$ cat src/design/dmem_wb_pkg.sv
// Bridge widths, command/width/response enums and request structs
package dmem_wb_pkg;

   //------------------------------------------------------------------------
   // Widths
   //------------------------------------------------------------------------
   localparam int unsigned DMEM_AW = 32;              // Core and bus address
   localparam int unsigned DMEM_DW = 32;              // Data bus
   localparam int unsigned DMEM_SW = DMEM_DW / 8;     // Byte selects

   //------------------------------------------------------------------------
   // Core side encodings
   //------------------------------------------------------------------------
   typedef enum logic {
      DMEM_CMD_RD = 1'b0,                             // Load
      DMEM_CMD_WR = 1'b1                              // Store
   } dmem_cmd_e;

   typedef enum logic [1:0] {
      DMEM_WIDTH_BYTE  = 2'b00,
      DMEM_WIDTH_HWORD = 2'b01,
      DMEM_WIDTH_WORD  = 2'b10
   } dmem_width_e;

   // Same code points as the core memory response
   typedef enum logic [1:0] {
      DMEM_RESP_IDLE = 2'b00,                         // No response this cycle
      DMEM_RESP_RDY  = 2'b01,                         // Done, data valid on read
      DMEM_RESP_ERR  = 2'b10                          // Slave raised err
   } dmem_resp_e;

   //------------------------------------------------------------------------
   // Request payloads
   //------------------------------------------------------------------------
   typedef struct packed {
      dmem_cmd_e            cmd;                      // Read or write
      dmem_width_e          width;                    // Access size
      logic [DMEM_AW-1:0]   addr;                     // Byte address
      logic [DMEM_DW-1:0]   wdata;                    // Right-justified store data
   } dmem_core_req_t;

   typedef struct packed {
      logic [DMEM_AW-1:0]   adr;                      // Word-aligned address
      logic                 we;                       // Write enable
      logic [DMEM_DW-1:0]   dat;                      // Lane-aligned write data
      logic [DMEM_SW-1:0]   sel;                      // Byte lanes
   } wb_req_t;

endpackage : dmem_wb_pkg

$ cat src/design/dmem_req_capture.sv
// Core request acceptance, byte-select and lane alignment into bus requests
module dmem_req_capture (
   input  logic                        core_clk_i,      // Core clock
   input  logic                        rst_n_i,         // Sync reset, active low
   input  logic                        core_req_vld_i,  // Request valid
   input  dmem_wb_pkg::dmem_core_req_t core_req_i,      // Request payload
   input  logic                        fifo_full_i,     // No free slot
   output logic                        core_req_ack_o,  // Request taken
   output logic                        push_o,          // Write strobe to FIFO
   output dmem_wb_pkg::wb_req_t        push_req_o       // Formatted bus request
);
   import dmem_wb_pkg::*;

   logic [1:0]         byte_ofs;                        // Offset inside the word
   logic [DMEM_SW-1:0] sel;
   logic [DMEM_DW-1:0] lane_dat;

   assign byte_ofs = core_req_i.addr[1:0];

   //------------------------------------------------------------------------
   // Byte select and write lane replication
   //------------------------------------------------------------------------
   always_comb begin
      case (core_req_i.width)
         DMEM_WIDTH_BYTE: begin
            sel      = DMEM_SW'(1) << byte_ofs;         // One lane at offset
            lane_dat = {4{core_req_i.wdata[7:0]}};
         end
         DMEM_WIDTH_HWORD: begin
            sel      = byte_ofs[1] ? 4'b1100 : 4'b0011; // Upper or lower half
            lane_dat = {2{core_req_i.wdata[15:0]}};
         end
         default: begin
            sel      = 4'b1111;                         // Full word
            lane_dat = core_req_i.wdata;
         end
      endcase
   end

   assign push_req_o.adr = {core_req_i.addr[DMEM_AW-1:2], 2'b00}; // Word aligned
   assign push_req_o.we  = (core_req_i.cmd == DMEM_CMD_WR);
   assign push_req_o.dat = lane_dat;
   assign push_req_o.sel = sel;

   // Ack straight from the FIFO flag, push in the same cycle
   assign core_req_ack_o = ~fifo_full_i;
   assign push_o         = core_req_vld_i & core_req_ack_o;

   // Misaligned halfword or word is not supported by the bridge
   a_aligned : assert property (@(posedge core_clk_i) disable iff (!rst_n_i)
      push_o |-> ((core_req_i.width != DMEM_WIDTH_HWORD) || !byte_ofs[0]) &&
                 ((core_req_i.width != DMEM_WIDTH_WORD)  || (byte_ofs == 2'b00)))
      else $error("misaligned core access at 0x%08h", core_req_i.addr);

endmodule : dmem_req_capture

$ cat src/design/dmem_req_fifo.sv
// Circular register FIFO of formatted bus requests with occupancy count
module dmem_req_fifo #(
   parameter int unsigned DEPTH = 4                     // Queue slots
) (
   input  logic                 core_clk_i,             // Core clock
   input  logic                 rst_n_i,                // Sync reset, active low
   input  logic                 push_i,                 // Write strobe
   input  dmem_wb_pkg::wb_req_t push_req_i,             // Entry to queue
   input  logic                 pop_i,                  // Drop the head
   output logic                 full_o,                 // No free slot
   output logic                 not_empty_o,            // Head is valid
   output dmem_wb_pkg::wb_req_t head_req_o              // Oldest entry
);
   import dmem_wb_pkg::*;

   localparam int unsigned PW = (DEPTH > 1) ? $clog2(DEPTH) : 1;
   localparam int unsigned CW = $clog2(DEPTH + 1);

   wb_req_t         mem_q [DEPTH];                      // Entry storage
   logic [PW-1:0]   wr_ptr_q;
   logic [PW-1:0]   rd_ptr_q;
   logic [CW-1:0]   count_q;
   logic [CW-1:0]   count_d;
   logic            full_q;

   // Pointer advance with wrap, DEPTH need not be a power of two
   function automatic logic [PW-1:0] ptr_inc(input logic [PW-1:0] ptr);
      if (ptr == PW'(DEPTH - 1))
         return '0;
      return ptr + 1'b1;
   endfunction

   assign count_d = count_q + CW'(push_i) - CW'(pop_i);

   //------------------------------------------------------------------------
   // Pointers, count and full flag
   //------------------------------------------------------------------------
   always_ff @(posedge core_clk_i) begin
      if (!rst_n_i) begin
         wr_ptr_q <= '0;
         rd_ptr_q <= '0;
         count_q  <= '0;
         full_q   <= 1'b1;                              // No ack while in reset
      end else begin
         if (push_i) wr_ptr_q <= ptr_inc(wr_ptr_q);
         if (pop_i)  rd_ptr_q <= ptr_inc(rd_ptr_q);
         count_q <= count_d;
         full_q  <= (count_d == CW'(DEPTH));
      end
   end

   always_ff @(posedge core_clk_i) begin
      if (push_i) mem_q[wr_ptr_q] <= push_req_i;       // Visible at head next cycle
   end

   assign full_o      = full_q;
   assign not_empty_o = (count_q != '0);
   assign head_req_o  = mem_q[rd_ptr_q];

   // Producer must respect full, consumer must respect empty
   a_no_overflow : assert property (@(posedge core_clk_i) disable iff (!rst_n_i)
      push_i |-> !full_o) else $error("push into full request FIFO");
   a_no_underflow : assert property (@(posedge core_clk_i) disable iff (!rst_n_i)
      pop_i |-> not_empty_o) else $error("pop from empty request FIFO");

endmodule : dmem_req_fifo

$ cat src/design/dmem_wb_master.sv
// Wishbone classic master FSM, read data alignment and core response
module dmem_wb_master (
   input  logic                           core_clk_i,    // Core clock
   input  logic                           rst_n_i,       // Sync reset, active low
   input  logic                           not_empty_i,   // FIFO holds a request
   input  dmem_wb_pkg::wb_req_t           head_req_i,    // Oldest request
   input  logic [dmem_wb_pkg::DMEM_DW-1:0] wbd_dat_i,    // Read data
   input  logic                           wbd_ack_i,     // Transfer done
   input  logic                           wbd_err_i,     // Transfer failed
   output logic                           pop_o,         // Release FIFO head
   output logic                           wbd_cyc_o,     // Cycle
   output logic                           wbd_stb_o,     // Strobe
   output logic [dmem_wb_pkg::DMEM_AW-1:0] wbd_adr_o,    // Address
   output logic                           wbd_we_o,      // Write
   output logic [dmem_wb_pkg::DMEM_DW-1:0] wbd_dat_o,    // Write data
   output logic [dmem_wb_pkg::DMEM_SW-1:0] wbd_sel_o,    // Byte enable
   output logic [dmem_wb_pkg::DMEM_DW-1:0] core_rdata_o, // Load data to core
   output dmem_wb_pkg::dmem_resp_e        core_resp_o    // One pulse per request
);
   import dmem_wb_pkg::*;

   typedef enum logic {
      ST_IDLE = 1'b0,
      ST_BUSY = 1'b1
   } state_e;

   state_e             state_q;
   logic               bus_done;                         // Ack or err this cycle
   logic [DMEM_DW-1:0] rd_align;
   logic [DMEM_DW-1:0] rdata_q;
   dmem_resp_e         resp_q;

   assign bus_done = (state_q == ST_BUSY) & (wbd_ack_i | wbd_err_i);
   assign pop_o    = bus_done;

   //------------------------------------------------------------------------
   // Bus drive, head stays put until the pop
   //------------------------------------------------------------------------
   assign wbd_cyc_o = (state_q == ST_BUSY);
   assign wbd_stb_o = wbd_cyc_o;                        // Single transfer per cycle
   assign wbd_we_o  = wbd_cyc_o & head_req_i.we;
   assign wbd_adr_o = head_req_i.adr;
   assign wbd_dat_o = head_req_i.dat;
   assign wbd_sel_o = head_req_i.sel;

   // Shift lowest selected lane down, zero the rest
   always_comb begin
      case (head_req_i.sel)
         4'b0001: rd_align = {24'h0, wbd_dat_i[7:0]};
         4'b0010: rd_align = {24'h0, wbd_dat_i[15:8]};
         4'b0100: rd_align = {24'h0, wbd_dat_i[23:16]};
         4'b1000: rd_align = {24'h0, wbd_dat_i[31:24]};
         4'b0011: rd_align = {16'h0, wbd_dat_i[15:0]};
         4'b1100: rd_align = {16'h0, wbd_dat_i[31:16]};
         default: rd_align = wbd_dat_i;                 // Full word
      endcase
   end

   //------------------------------------------------------------------------
   // FSM and response pulse
   //------------------------------------------------------------------------
   always_ff @(posedge core_clk_i) begin
      if (!rst_n_i) begin
         state_q <= ST_IDLE;
         resp_q  <= DMEM_RESP_IDLE;
      end else begin
         resp_q <= DMEM_RESP_IDLE;                      // Pulse lasts one cycle
         case (state_q)
            ST_IDLE: if (not_empty_i) state_q <= ST_BUSY;
            ST_BUSY: begin
               if (bus_done) begin
                  state_q <= ST_IDLE;                   // cyc/stb drop next cycle
                  resp_q  <= wbd_err_i ? DMEM_RESP_ERR : DMEM_RESP_RDY;
               end
            end
            default: state_q <= ST_IDLE;
         endcase
      end
   end

   always_ff @(posedge core_clk_i) begin
      if (bus_done && !head_req_i.we) rdata_q <= rd_align; // Load data only
   end

   assign core_rdata_o = rdata_q;
   assign core_resp_o  = resp_q;

   // Classic cycle holds cyc, stb and request until the slave answers
   a_hold_cycle : assert property (@(posedge core_clk_i) disable iff (!rst_n_i)
      (wbd_cyc_o && !(wbd_ack_i || wbd_err_i)) |=>
         (wbd_cyc_o && wbd_stb_o && $stable(wbd_adr_o) && $stable(wbd_we_o) &&
          $stable(wbd_dat_o) && $stable(wbd_sel_o)))
      else $error("wishbone cycle changed before ack or err");

endmodule : dmem_wb_master

$ cat src/design/dmem_wb_bridge.sv
// Data memory to Wishbone bridge top with capture, request FIFO and master
module dmem_wb_bridge #(
   parameter int unsigned REQ_DEPTH = 4                  // Queued requests
) (
   input  logic                           core_clk_i,    // Core and bus clock
   input  logic                           rst_n_i,       // Sync reset, active low
   // Core data memory port
   input  logic                           core_req_vld_i,
   input  dmem_wb_pkg::dmem_core_req_t    core_req_i,
   output logic                           core_req_ack_o,
   output logic [dmem_wb_pkg::DMEM_DW-1:0] core_rdata_o,
   output dmem_wb_pkg::dmem_resp_e        core_resp_o,
   // Wishbone classic master
   output logic                           wbd_cyc_o,
   output logic                           wbd_stb_o,
   output logic [dmem_wb_pkg::DMEM_AW-1:0] wbd_adr_o,
   output logic                           wbd_we_o,
   output logic [dmem_wb_pkg::DMEM_DW-1:0] wbd_dat_o,
   output logic [dmem_wb_pkg::DMEM_SW-1:0] wbd_sel_o,
   input  logic [dmem_wb_pkg::DMEM_DW-1:0] wbd_dat_i,
   input  logic                           wbd_ack_i,
   input  logic                           wbd_err_i
);
   import dmem_wb_pkg::*;

   logic    push;                                       // Capture to FIFO
   wb_req_t push_req;
   logic    fifo_full;
   logic    fifo_not_empty;                             // FIFO to master
   wb_req_t head_req;
   logic    pop;

   //------------------------------------------------------------------------
   // Producer, buffer, consumer
   //------------------------------------------------------------------------
   dmem_req_capture u_capture (
      .core_clk_i     (core_clk_i    ),
      .rst_n_i        (rst_n_i       ),
      .core_req_vld_i (core_req_vld_i),
      .core_req_i     (core_req_i    ),
      .fifo_full_i    (fifo_full     ),
      .core_req_ack_o (core_req_ack_o),
      .push_o         (push          ),
      .push_req_o     (push_req      )
   );

   dmem_req_fifo #(
      .DEPTH          (REQ_DEPTH     )
   ) u_req_fifo (
      .core_clk_i     (core_clk_i    ),
      .rst_n_i        (rst_n_i       ),
      .push_i         (push          ),
      .push_req_i     (push_req      ),
      .pop_i          (pop           ),
      .full_o         (fifo_full     ),
      .not_empty_o    (fifo_not_empty),
      .head_req_o     (head_req      )
   );

   dmem_wb_master u_wb_master (
      .core_clk_i     (core_clk_i    ),
      .rst_n_i        (rst_n_i       ),
      .not_empty_i    (fifo_not_empty),
      .head_req_i     (head_req      ),
      .wbd_dat_i      (wbd_dat_i     ),
      .wbd_ack_i      (wbd_ack_i     ),
      .wbd_err_i      (wbd_err_i     ),
      .pop_o          (pop           ),
      .wbd_cyc_o      (wbd_cyc_o     ),
      .wbd_stb_o      (wbd_stb_o     ),
      .wbd_adr_o      (wbd_adr_o     ),
      .wbd_we_o       (wbd_we_o      ),
      .wbd_dat_o      (wbd_dat_o     ),
      .wbd_sel_o      (wbd_sel_o     ),
      .core_rdata_o   (core_rdata_o  ),
      .core_resp_o    (core_resp_o   )
   );

endmodule : dmem_wb_bridge

$ cat config.mk
export PLATFORM = sky130hd
export DESIGN_NAME = dmem_wb_bridge
export DESIGN_NICKNAME = d
export VERILOG_FILES = /design/src/design/dmem_wb_pkg.sv /design/src/design/dmem_req_capture.sv /design/src/design/dmem_req_fifo.sv /design/src/design/dmem_wb_master.sv /design/src/design/dmem_wb_bridge.sv
export SDC_FILE = /design/constraint.sdc
export NUM_CORES = 1
export LEC_CHECK = 0
export BUFFER_PORTS_ARGS = -buffer_cell sky130_fd_sc_hd__buf_2
export CELL_PAD_IN_SITES_DETAIL_PLACEMENT = 1
export CELL_PAD_IN_SITES_GLOBAL_PLACEMENT = 1
export CORE_MARGIN = 5
export CORE_UTILIZATION = 48
export DETAILED_ROUTE_END_ITERATION = 10
export HOLD_SLACK_MARGIN = 0.1
export PLACE_DENSITY_LB_ADDON = 0.1
export SYNTH_ARGS = -nofsm -noshare
export SYNTH_HDL_FRONTEND = slang
export SYNTH_HIERARCHICAL = 1
export SYNTH_SLANG_ARGS = --single-unit
$ cat constraint.sdc
create_clock -name core_clk_i -period 4.2 [get_ports core_clk_i]
set_input_delay 0.84 -clock core_clk_i [delete_from_list [all_inputs] [get_ports core_clk_i]]
set_output_delay 0.84 -clock core_clk_i [all_outputs]
set_load 0.02 [all_outputs]
# ---- Yosys cells after proc, flatten, opt, wreduce, memory -nomap -nowiden
# Memory sizes are Yosys's and may differ from the RTL's. A register that Yosys moved wholly into a read port is not among the register bits.
# Index checks and enable logic that the tools add are counted.
dict set report op_classes {
  addsub 4
  n_eq_ne 10
  n_shift 1
  mux 22
  bitwise_logic 6
  n_reduce_logical 5
}
# cell n
set op_table {}
lappend op_table {{32-bit case mux with 6 select lines} 1}
lappend op_table {{32-bit case mux with 2 select lines} 1}
lappend op_table {{2-bit two-way mux} 7}
lappend op_table {{1-bit two-way mux} 10}
lappend op_table {{4-bit by 2-bit equality test with 1-bit output, second input constant} 2}
lappend op_table {{4-bit equality test, second input constant} 2}
lappend op_table {{4-bit case mux with 2 select lines} 1}
lappend op_table {{2-bit by 1-bit adder with 2-bit output, second input constant} 2}
lappend op_table {{2-bit equality test, second input constant} 2}
lappend op_table {{4-bit by 1-bit equality test with 1-bit output, second input constant} 1}
lappend op_table {{4-bit by 3-bit equality test with 1-bit output, second input constant} 1}
lappend op_table {{4-bit two-way mux} 1}
lappend op_table {{1-bit by 2-bit << shifter with 4-bit output, first input constant} 1}
lappend op_table {{3-bit by 1-bit adder with 3-bit output} 1}
lappend op_table {{1-bit AND} 3}
lappend op_table {{3-bit equality test, second input constant} 1}
lappend op_table {{3-bit AND reduction} 1}
lappend op_table {{3-bit nonzero test} 1}
lappend op_table {{3-bit by 1-bit subtractor with 3-bit output} 1}
lappend op_table {{2-bit by 1-bit equality test with 1-bit output, second input constant} 1}
lappend op_table {{2-bit zero test} 1}
lappend op_table {{1-bit NOT} 2}
lappend op_table {{1-bit case mux with 2 select lines} 1}
lappend op_table {{1-bit logical AND} 1}
lappend op_table {{2 further kinds} 2}
dict set report totals {
  reg_bits 43
  ram_bits 268
  inputBits 104
  output_inout_bits 106
  word_cells 56
  mem_count 1
}
# memory words width rd rd_ports_with_merged_regs wr line
set mem_list {}
lappend mem_list {u_req_fifo.mem_q 4 67 1 1 1 dmem_req_fifo.sv:19} ;# wb_req_t mem_q [DEPTH];

# ---- Depth between registers and ports, before layout
# Gate-level depths: netlist of the first run.
dict set report depth {
  word_depth 7
  ltp_mapped 9
  depth_no_buf 9
}

# ---- Hierarchy
# Netlist of the first run, hierarchy kept.
# mod n_inst cells_per_inst area_each_um2 seq_area_each_um2
set modules_own_cells {}
lappend modules_own_cells {dmem_req_fifo 1 405 10450.0 8488.1}
lappend modules_own_cells {dmem_wb_master 1 201 2190.9 1021.0}
lappend modules_own_cells {dmem_req_capture 1 96 785.8 0.0}

# ---- Least setup slack after synthesis of the first run
# OpenSTA, ideal clock, no wires.
dict set report synth_timing {
  path_kind {input to register}
  start {input port core_req_vld_i}
  end {memory u_req_fifo/mem_q[0][0] (netlist name) (enable)}
  setup_time_ps 434
  arrival_time_ps 2849
  required_ps 3766
  slack_ps 916
  stages 2
  path_buffers 0
  cell_sequence {nor2b_1 > and2_1}
}
dict set report synth_via {
  elab_chain_cells 3
}
# element line
set synth_lines {}
lappend synth_lines {{start, declared} dmem_wb_bridge.sv:8} ;# input logic core_req_vld_i,
lappend synth_lines {{1-bit AND} dmem_req_capture.sv:47} ;# assign push_o = core_req_vld_i & core_req_ack_o;
lappend synth_lines {{1-bit two-way mux} dmem_req_fifo.sv:53} ;# if (push_i) mem_q[wr_ptr_q] <= push_req_i;
lappend synth_lines {{1-bit two-way mux (not written as such)} dmem_req_fifo.sv:53}
lappend synth_lines {{end, declared} dmem_req_fifo.sv:19}
# No other way between the ends.

==> flow_metrics.tcl, run 1 <==
set metrics [dict create \
    syn_area_um2 13400 \
    place_hpwl_mm 17.3 \
    synth.most_common_cell "edfxtp_1" \
    cts_max_path_buffers 3 \
    post_cts_buffers 0 \
    r2r_cells 4 \
    post-place-ws_ps 1150 \
    die_area_um2 31400 \
    ys_types 46 \
    clock_skew_ps 12.5 \
    grt_pass1_wl_mm 42.0 \
    max_cap_viol_count 0 \
    holdPathEnd "u_wb_master/core_resp_o[0]" \
    ant_nets 0 \
    r2r-end "u_wb_master/core_rdata_o[2]" \
    clock_latency_ps 500 \
    clk_pin_slew_ps 60 \
    ctsResizeCount 0 \
    cts_buffers 35 \
    whs_ps 533 \
    start_util_pct 48.5 \
    max_freq_ghz 0.295 \
    viasPerCell 5.29 \
    drive_above_1_share_pct 43.8 \
    setup_slack_ps 812 \
    diodes 0 \
    cts.sinks 321 \
    die_x_um 177 \
    root_buffer "clkbuf_16" \
    synth_seq_cells 321 \
    slew_violations 0 \
    cp-end-kind "primary output" \
    overflow 0 \
    grt_use_total_pct 17.5 \
    fin_util_pct 54.8 \
    power.density_nw_per_um2 601 \
    ys_top_cells_by_area "edfxtp_1 (69%), mux4_2 (12%), buf_4 (6.4%)" \
    startpoint_type "flop" \
    worstPathArrival_ps 2550 \
    core_region_area_um2 27700 \
    r2r_slack_ps 1240 \
    relSlewSlack_pct 26.3 \
    synth-edff-count 308 \
    grt_pass1_vias 7104 \
    path_class "reg2out" \
    synth_top_flop_cell "edfxtp_1" \
    routabilityCongestion 0.751 \
    hold_path.class "in2reg" \
    syn_inst 702 \
    cts_tree "yes" \
    wl_mm 27.2 \
    yosys_warnings 6 \
    power.leakage_nw 5.22 \
    ir_worst_vdd_uv 290 \
    finalCriticalPeriod_ps 3390 \
    grt_start_max_net_pins 70 \
    hold_buffers 0 \
    outcome "finished, final reports clean" \
    setup_viol 0 \
    synth-seq-area-share_pct 70.8 \
    die_y_um 177 \
    grt_antenna_before_repair 5 \
    fin_crit_sh_pct 80.7 \
    required_ps 3360 \
    holdCritStartpoint "wbd_err_i" \
    num_rows 61 \
    avgSynthCellArea_um2 19.1 \
    synth_top_cell_by_area "edfxtp_1" \
    drc 0 \
    drt_iter0_drc 366 \
    synth_top_area_share_pct 68.9 \
    ys_async_sr_fraction_pct 0 \
    hold_depth 2 \
    synthTopCellsByCount "edfxtp_1 (308), buf_4 (115), mux4_2 (69)" \
    io-pin-count 210 \
    hold_violations 0 \
    worst_pin_slew_ps 1100 \
    area_growth_pct 13.1 \
    drt_first_pass_iters 4 \
    rsz0062_at_grt "no" \
    nNetsFinal 929 \
    io_buffers 209 \
    vias 6442 \
    finalSetupTns_ps 0 \
    wl_per_cell_um 22.3 \
    htreeDepth 2 \
    path_max_fanout 42 \
]
[worst max-delay path, cell delays in order, from the launching register on]
cell and delay, ps:
dfxtp_4 740, buf_12 400, mux4_2 570, and2_1 170
buf_2 150
[layer usage]
layer,GRT usage [%],part of all wire (%),up-vias
met5,0,0.23,-
met3,4.79,6.9,49
met2,29.6,50,198
met4,4.06,1.9,10
li1,-,-,2886
met1,22.8,41,3299
[placed cells by master, fill, tap and decap left out, types with 10 or more instances in the layout]
cell type,netlist,layout
clkbuf_16,0,35
and2_1,24,20
mux2_2,15,15
edfxtp_1,308,308
mux2i_1,10,10
o211ai_1,10,10
mux4_2,69,69
buf_2,6,209
nand2_1,14,14
a22oi_1,11,11
dfxtp_1,13,11
[sequential cells by signal, summed over array words and instances (netlist names), named ones only]
register / flops
u_req_fifo/count_q: 3
u_req_fifo/wr_ptr_q: 2
u_req_fifo/rd_ptr_q: 2
u_req_fifo/full_o: 1
u_wb_master/core_rdata_o: 32
u_wb_master/wbd_cyc_o: 1
u_req_fifo/mem_q: 276
u_wb_master/core_resp_o: 2
[cells by family (layout without fill, tap and decap cells)]
logic type | count (synthesis) | after routing | synth area share (%)
flip-flops | 321 | 321 | 70.8
buffers and inverters | 148 | 285 | 8.01
multiplexers | 95 | 95 | 13.7
AND/OR/NAND/NOR | 71 | 71 | 3.20
AO/OA/AOI/OAI | 56 | 56 | 3.24
adder cells (fa/ha/maj) | 8 | 8 | 0.801
XOR/XNOR | 2 | 2 | 0.233
other | 1 | 2 | 0.0279
[worst max path at each step]
stage	from	to	slack, ps	depth (start not counted)
6_report	flop	wbd_we_o	810	4
5_1_grt	flop	wbd_we_o	600	4
4_1_cts	flop	wbd_we_o	670	4
3_5_place_dp	wbd_err_i	u_req_fifo/full_o	1150	10
3_3_place_gp	flop	wbd_we_o	1220	4
2_1_floorplan	core_req_vld_i	u_req_fifo/mem_q[0][0]	920	2
[final cells by class]
class	count	area [µm²]
Fill cell	2500	12500
Sequential cell	321	9520
Inverter	8	30.0
Clock inverter	18	240
Multi-Input combinational cell	234	2860
Tap cell	378	473
Clock buffer	42	902
Timing Repair Buffer	217	1170
[power breakdown]
part           internal [W]  switching, W
clock               0.00190       0.00117
combinational      0.000844       0.00121
sequential          0.00387      0.000142
total               0.00661       0.00252
[per-stage QoR]
stage	power [W]	std cells	area [µm²]
5_1_grt	0.00957	1218	15200
6_report	0.00912	1218	15200
2_1_floorplan	0.00586	703	13400
3_5_place_dp	0.00618	1158	14000
4_1_cts	0.00928	1218	15200
3_3_place_gp	0.00612	1158	14000
Power figures use the tool's default switching activity.
==> run 2: changes to the inputs <==
clock period = 3.2 ns   (was 4.2 ns; I/O delays follow)
==> flow_metrics.tcl, run 2 (synthesis results as in run 1) <==
set metrics [dict create \
    nNetsFinal 936 \
    critPathBufInv 2 \
    place_hpwl_mm 18.3 \
    dp_cells 1166 \
    path_cells "buf_12 > mux4_2 > and2_1 > buf_2" \
    ant_nets 0 \
    io-pin-count 210 \
    viasPerCell 5.33 \
    relSlewSlack_pct 19.3 \
    startpoint_type "flop" \
    setup_slack_ps 228 \
    swShare_pct 28.1 \
    cp_slowest_cell "dfxtp_4" \
    die_y_um 177 \
    cts_buffers 34 \
    cts_tree "yes" \
    layout_commonest_cell "edfxtp_1" \
    power.leakage_nw 5.23 \
    post-place-ws_ps 293 \
    layout_common_cells "edfxtp_1 (308), buf_2 (209), mux4_2 (69)" \
    clock_skew_ps 10.5 \
    seq_power_share_pct 44.3 \
    outcome "finished, final reports clean" \
    start_util_pct 48.5 \
    grt_pass1_vias 7291 \
    fin_crit_sh_pct 92.9 \
    max_freq_ghz 0.337 \
    crit_family "flip-flops" \
    io_buffers 209 \
    grt_use_total_pct 17.7 \
    wl_per_cell_um 22.8 \
    die_x_um 177 \
    clock_latency_ps 500 \
    overflow 0 \
    path_max_fanout 31 \
    p_comb_share_pct 23.8 \
    hold_violations 0 \
    grt_antenna_before_repair 2 \
    required_ps 2560 \
    max_cap_viol_count 0 \
    clk_pin_slew_ps 60 \
    root_buffer "clkbuf_16" \
    wl_mm 28.0 \
    drc 0 \
    finalCriticalPeriod_ps 2970 \
    drt_iter0_drc 335 \
    ir_worst_vdd_uv 608 \
    worstPathArrival_ps 2330 \
    die_area_um2 31400 \
    hold_path.class "in2reg" \
    area_growth_pct 13.2 \
    slew_violations 0 \
    worst_pin_slew_ps 1200 \
    num_rows 61 \
    cp-end-kind "primary output" \
    finalSetupTns_ps 0 \
    htreeDepth 2 \
    cts.sinks 321 \
    largest_register "u_req_fifo/mem_q" \
    grt_pass1_wl_mm 42.4 \
    pwr-share-clk_pct 31.9 \
    routabilityCongestion 0.779 \
    p_int_w 0.00847 \
    drive_above_1_share_pct 44.0 \
    fillers 2538 \
    power.density_nw_per_um2 775 \
    hold_buffers 0 \
    post_cts_buffers 0 \
    vias 6536 \
    layout.cells.non_filler 1227 \
    largest_reg_flops 276 \
    rsz0062_at_grt "no" \
    whs_ps 340 \
    drt_first_pass_iters 4 \
    core_region_area_um2 27700 \
    path_class "reg2out" \
    cpPeakStageDelay_ps 570 \
    p_switching_w 0.00331 \
    setup_viol 0 \
    grt_start_max_net_pins 42 \
    cts_max_path_buffers 3 \
]
[run 2: cell count changes in the layout (fill, tap and decap cells not counted), sizes merged]
cell    before  now
diode        0    1
clkinv      10   11
bufinv       6    3
buf        217  225
clkbuf      42   43
inv          9   10
[run 2: worst register-to-register path, delay by kind of cell, from the launching register on]
family / cells / cell delay (ps)
compound gates: 2 / 540
flops: 1 / 570
simple gates: 1 / 700
mux: 1 / 690
[run 2: final cells by class]
class,count,area [µm²],share of cell area [%]
Clock inverter,17,161,1.06
Clock buffer,43,906,5.96
Tap cell,378,473,3.11
Antenna cell,1,2.50,0.0165
Sequential cell,321,9520,62.6
Timing Repair Buffer,225,1260,8.27
Multi-Input combinational cell,234,2860,18.8
Inverter,8,30.0,0.197
[run 2: worst paths after layout]
path	from	endpoint	slack, ps	cells past startpoint
min	wbd_err_i	u_wb_master/core_resp_o[0]	340	2
min reg2reg	u_req_fifo/rd_ptr_q[1]	flop	560	2
max	flop	wbd_we_o	230	4
max reg2reg	flop	u_wb_master/core_rdata_o[3]	460	4
[run 2: power groups by stage]
stage	registers [W]	logic, W	clock network (W)
after global routing	0.00526	0.00302	0.00406
after global placement	0.00529	0.00279	0
after floorplan	0.00535	0.00234	0
after CTS	0.00523	0.00287	0.00387
after detailed placement	0.00532	0.00286	0
final	0.00522	0.00280	0.00375
[run 2: routing by layer]
layer	GRT usage, %	vias to the layer above	wire (µm)
li1	-	2910	-
met1	22.7	3404	11400
met2	30.6	189	14100
met3	4.72	29	2060
met4	3.58	4	376
met5	0	-	27
[run 2: per-stage QoR]
step	util (%)	cell area, µm²	power, W
finish	54.9	15200	0.0118
global route	54.9	15200	0.0123
CTS	54.9	15200	0.0120
floorplan	-	13400	0.00769
global placement	51.0	14100	0.00808
detailed placement	51.0	14100	0.00818
[run 2: timing repair]
| action | CTS | global route |
|---|---|---|
| resized for setup | 0 | 1 |
| hold endpoints to repair | 0 | 0 |
| endpoints found under the setup margin | 0 | 1 |
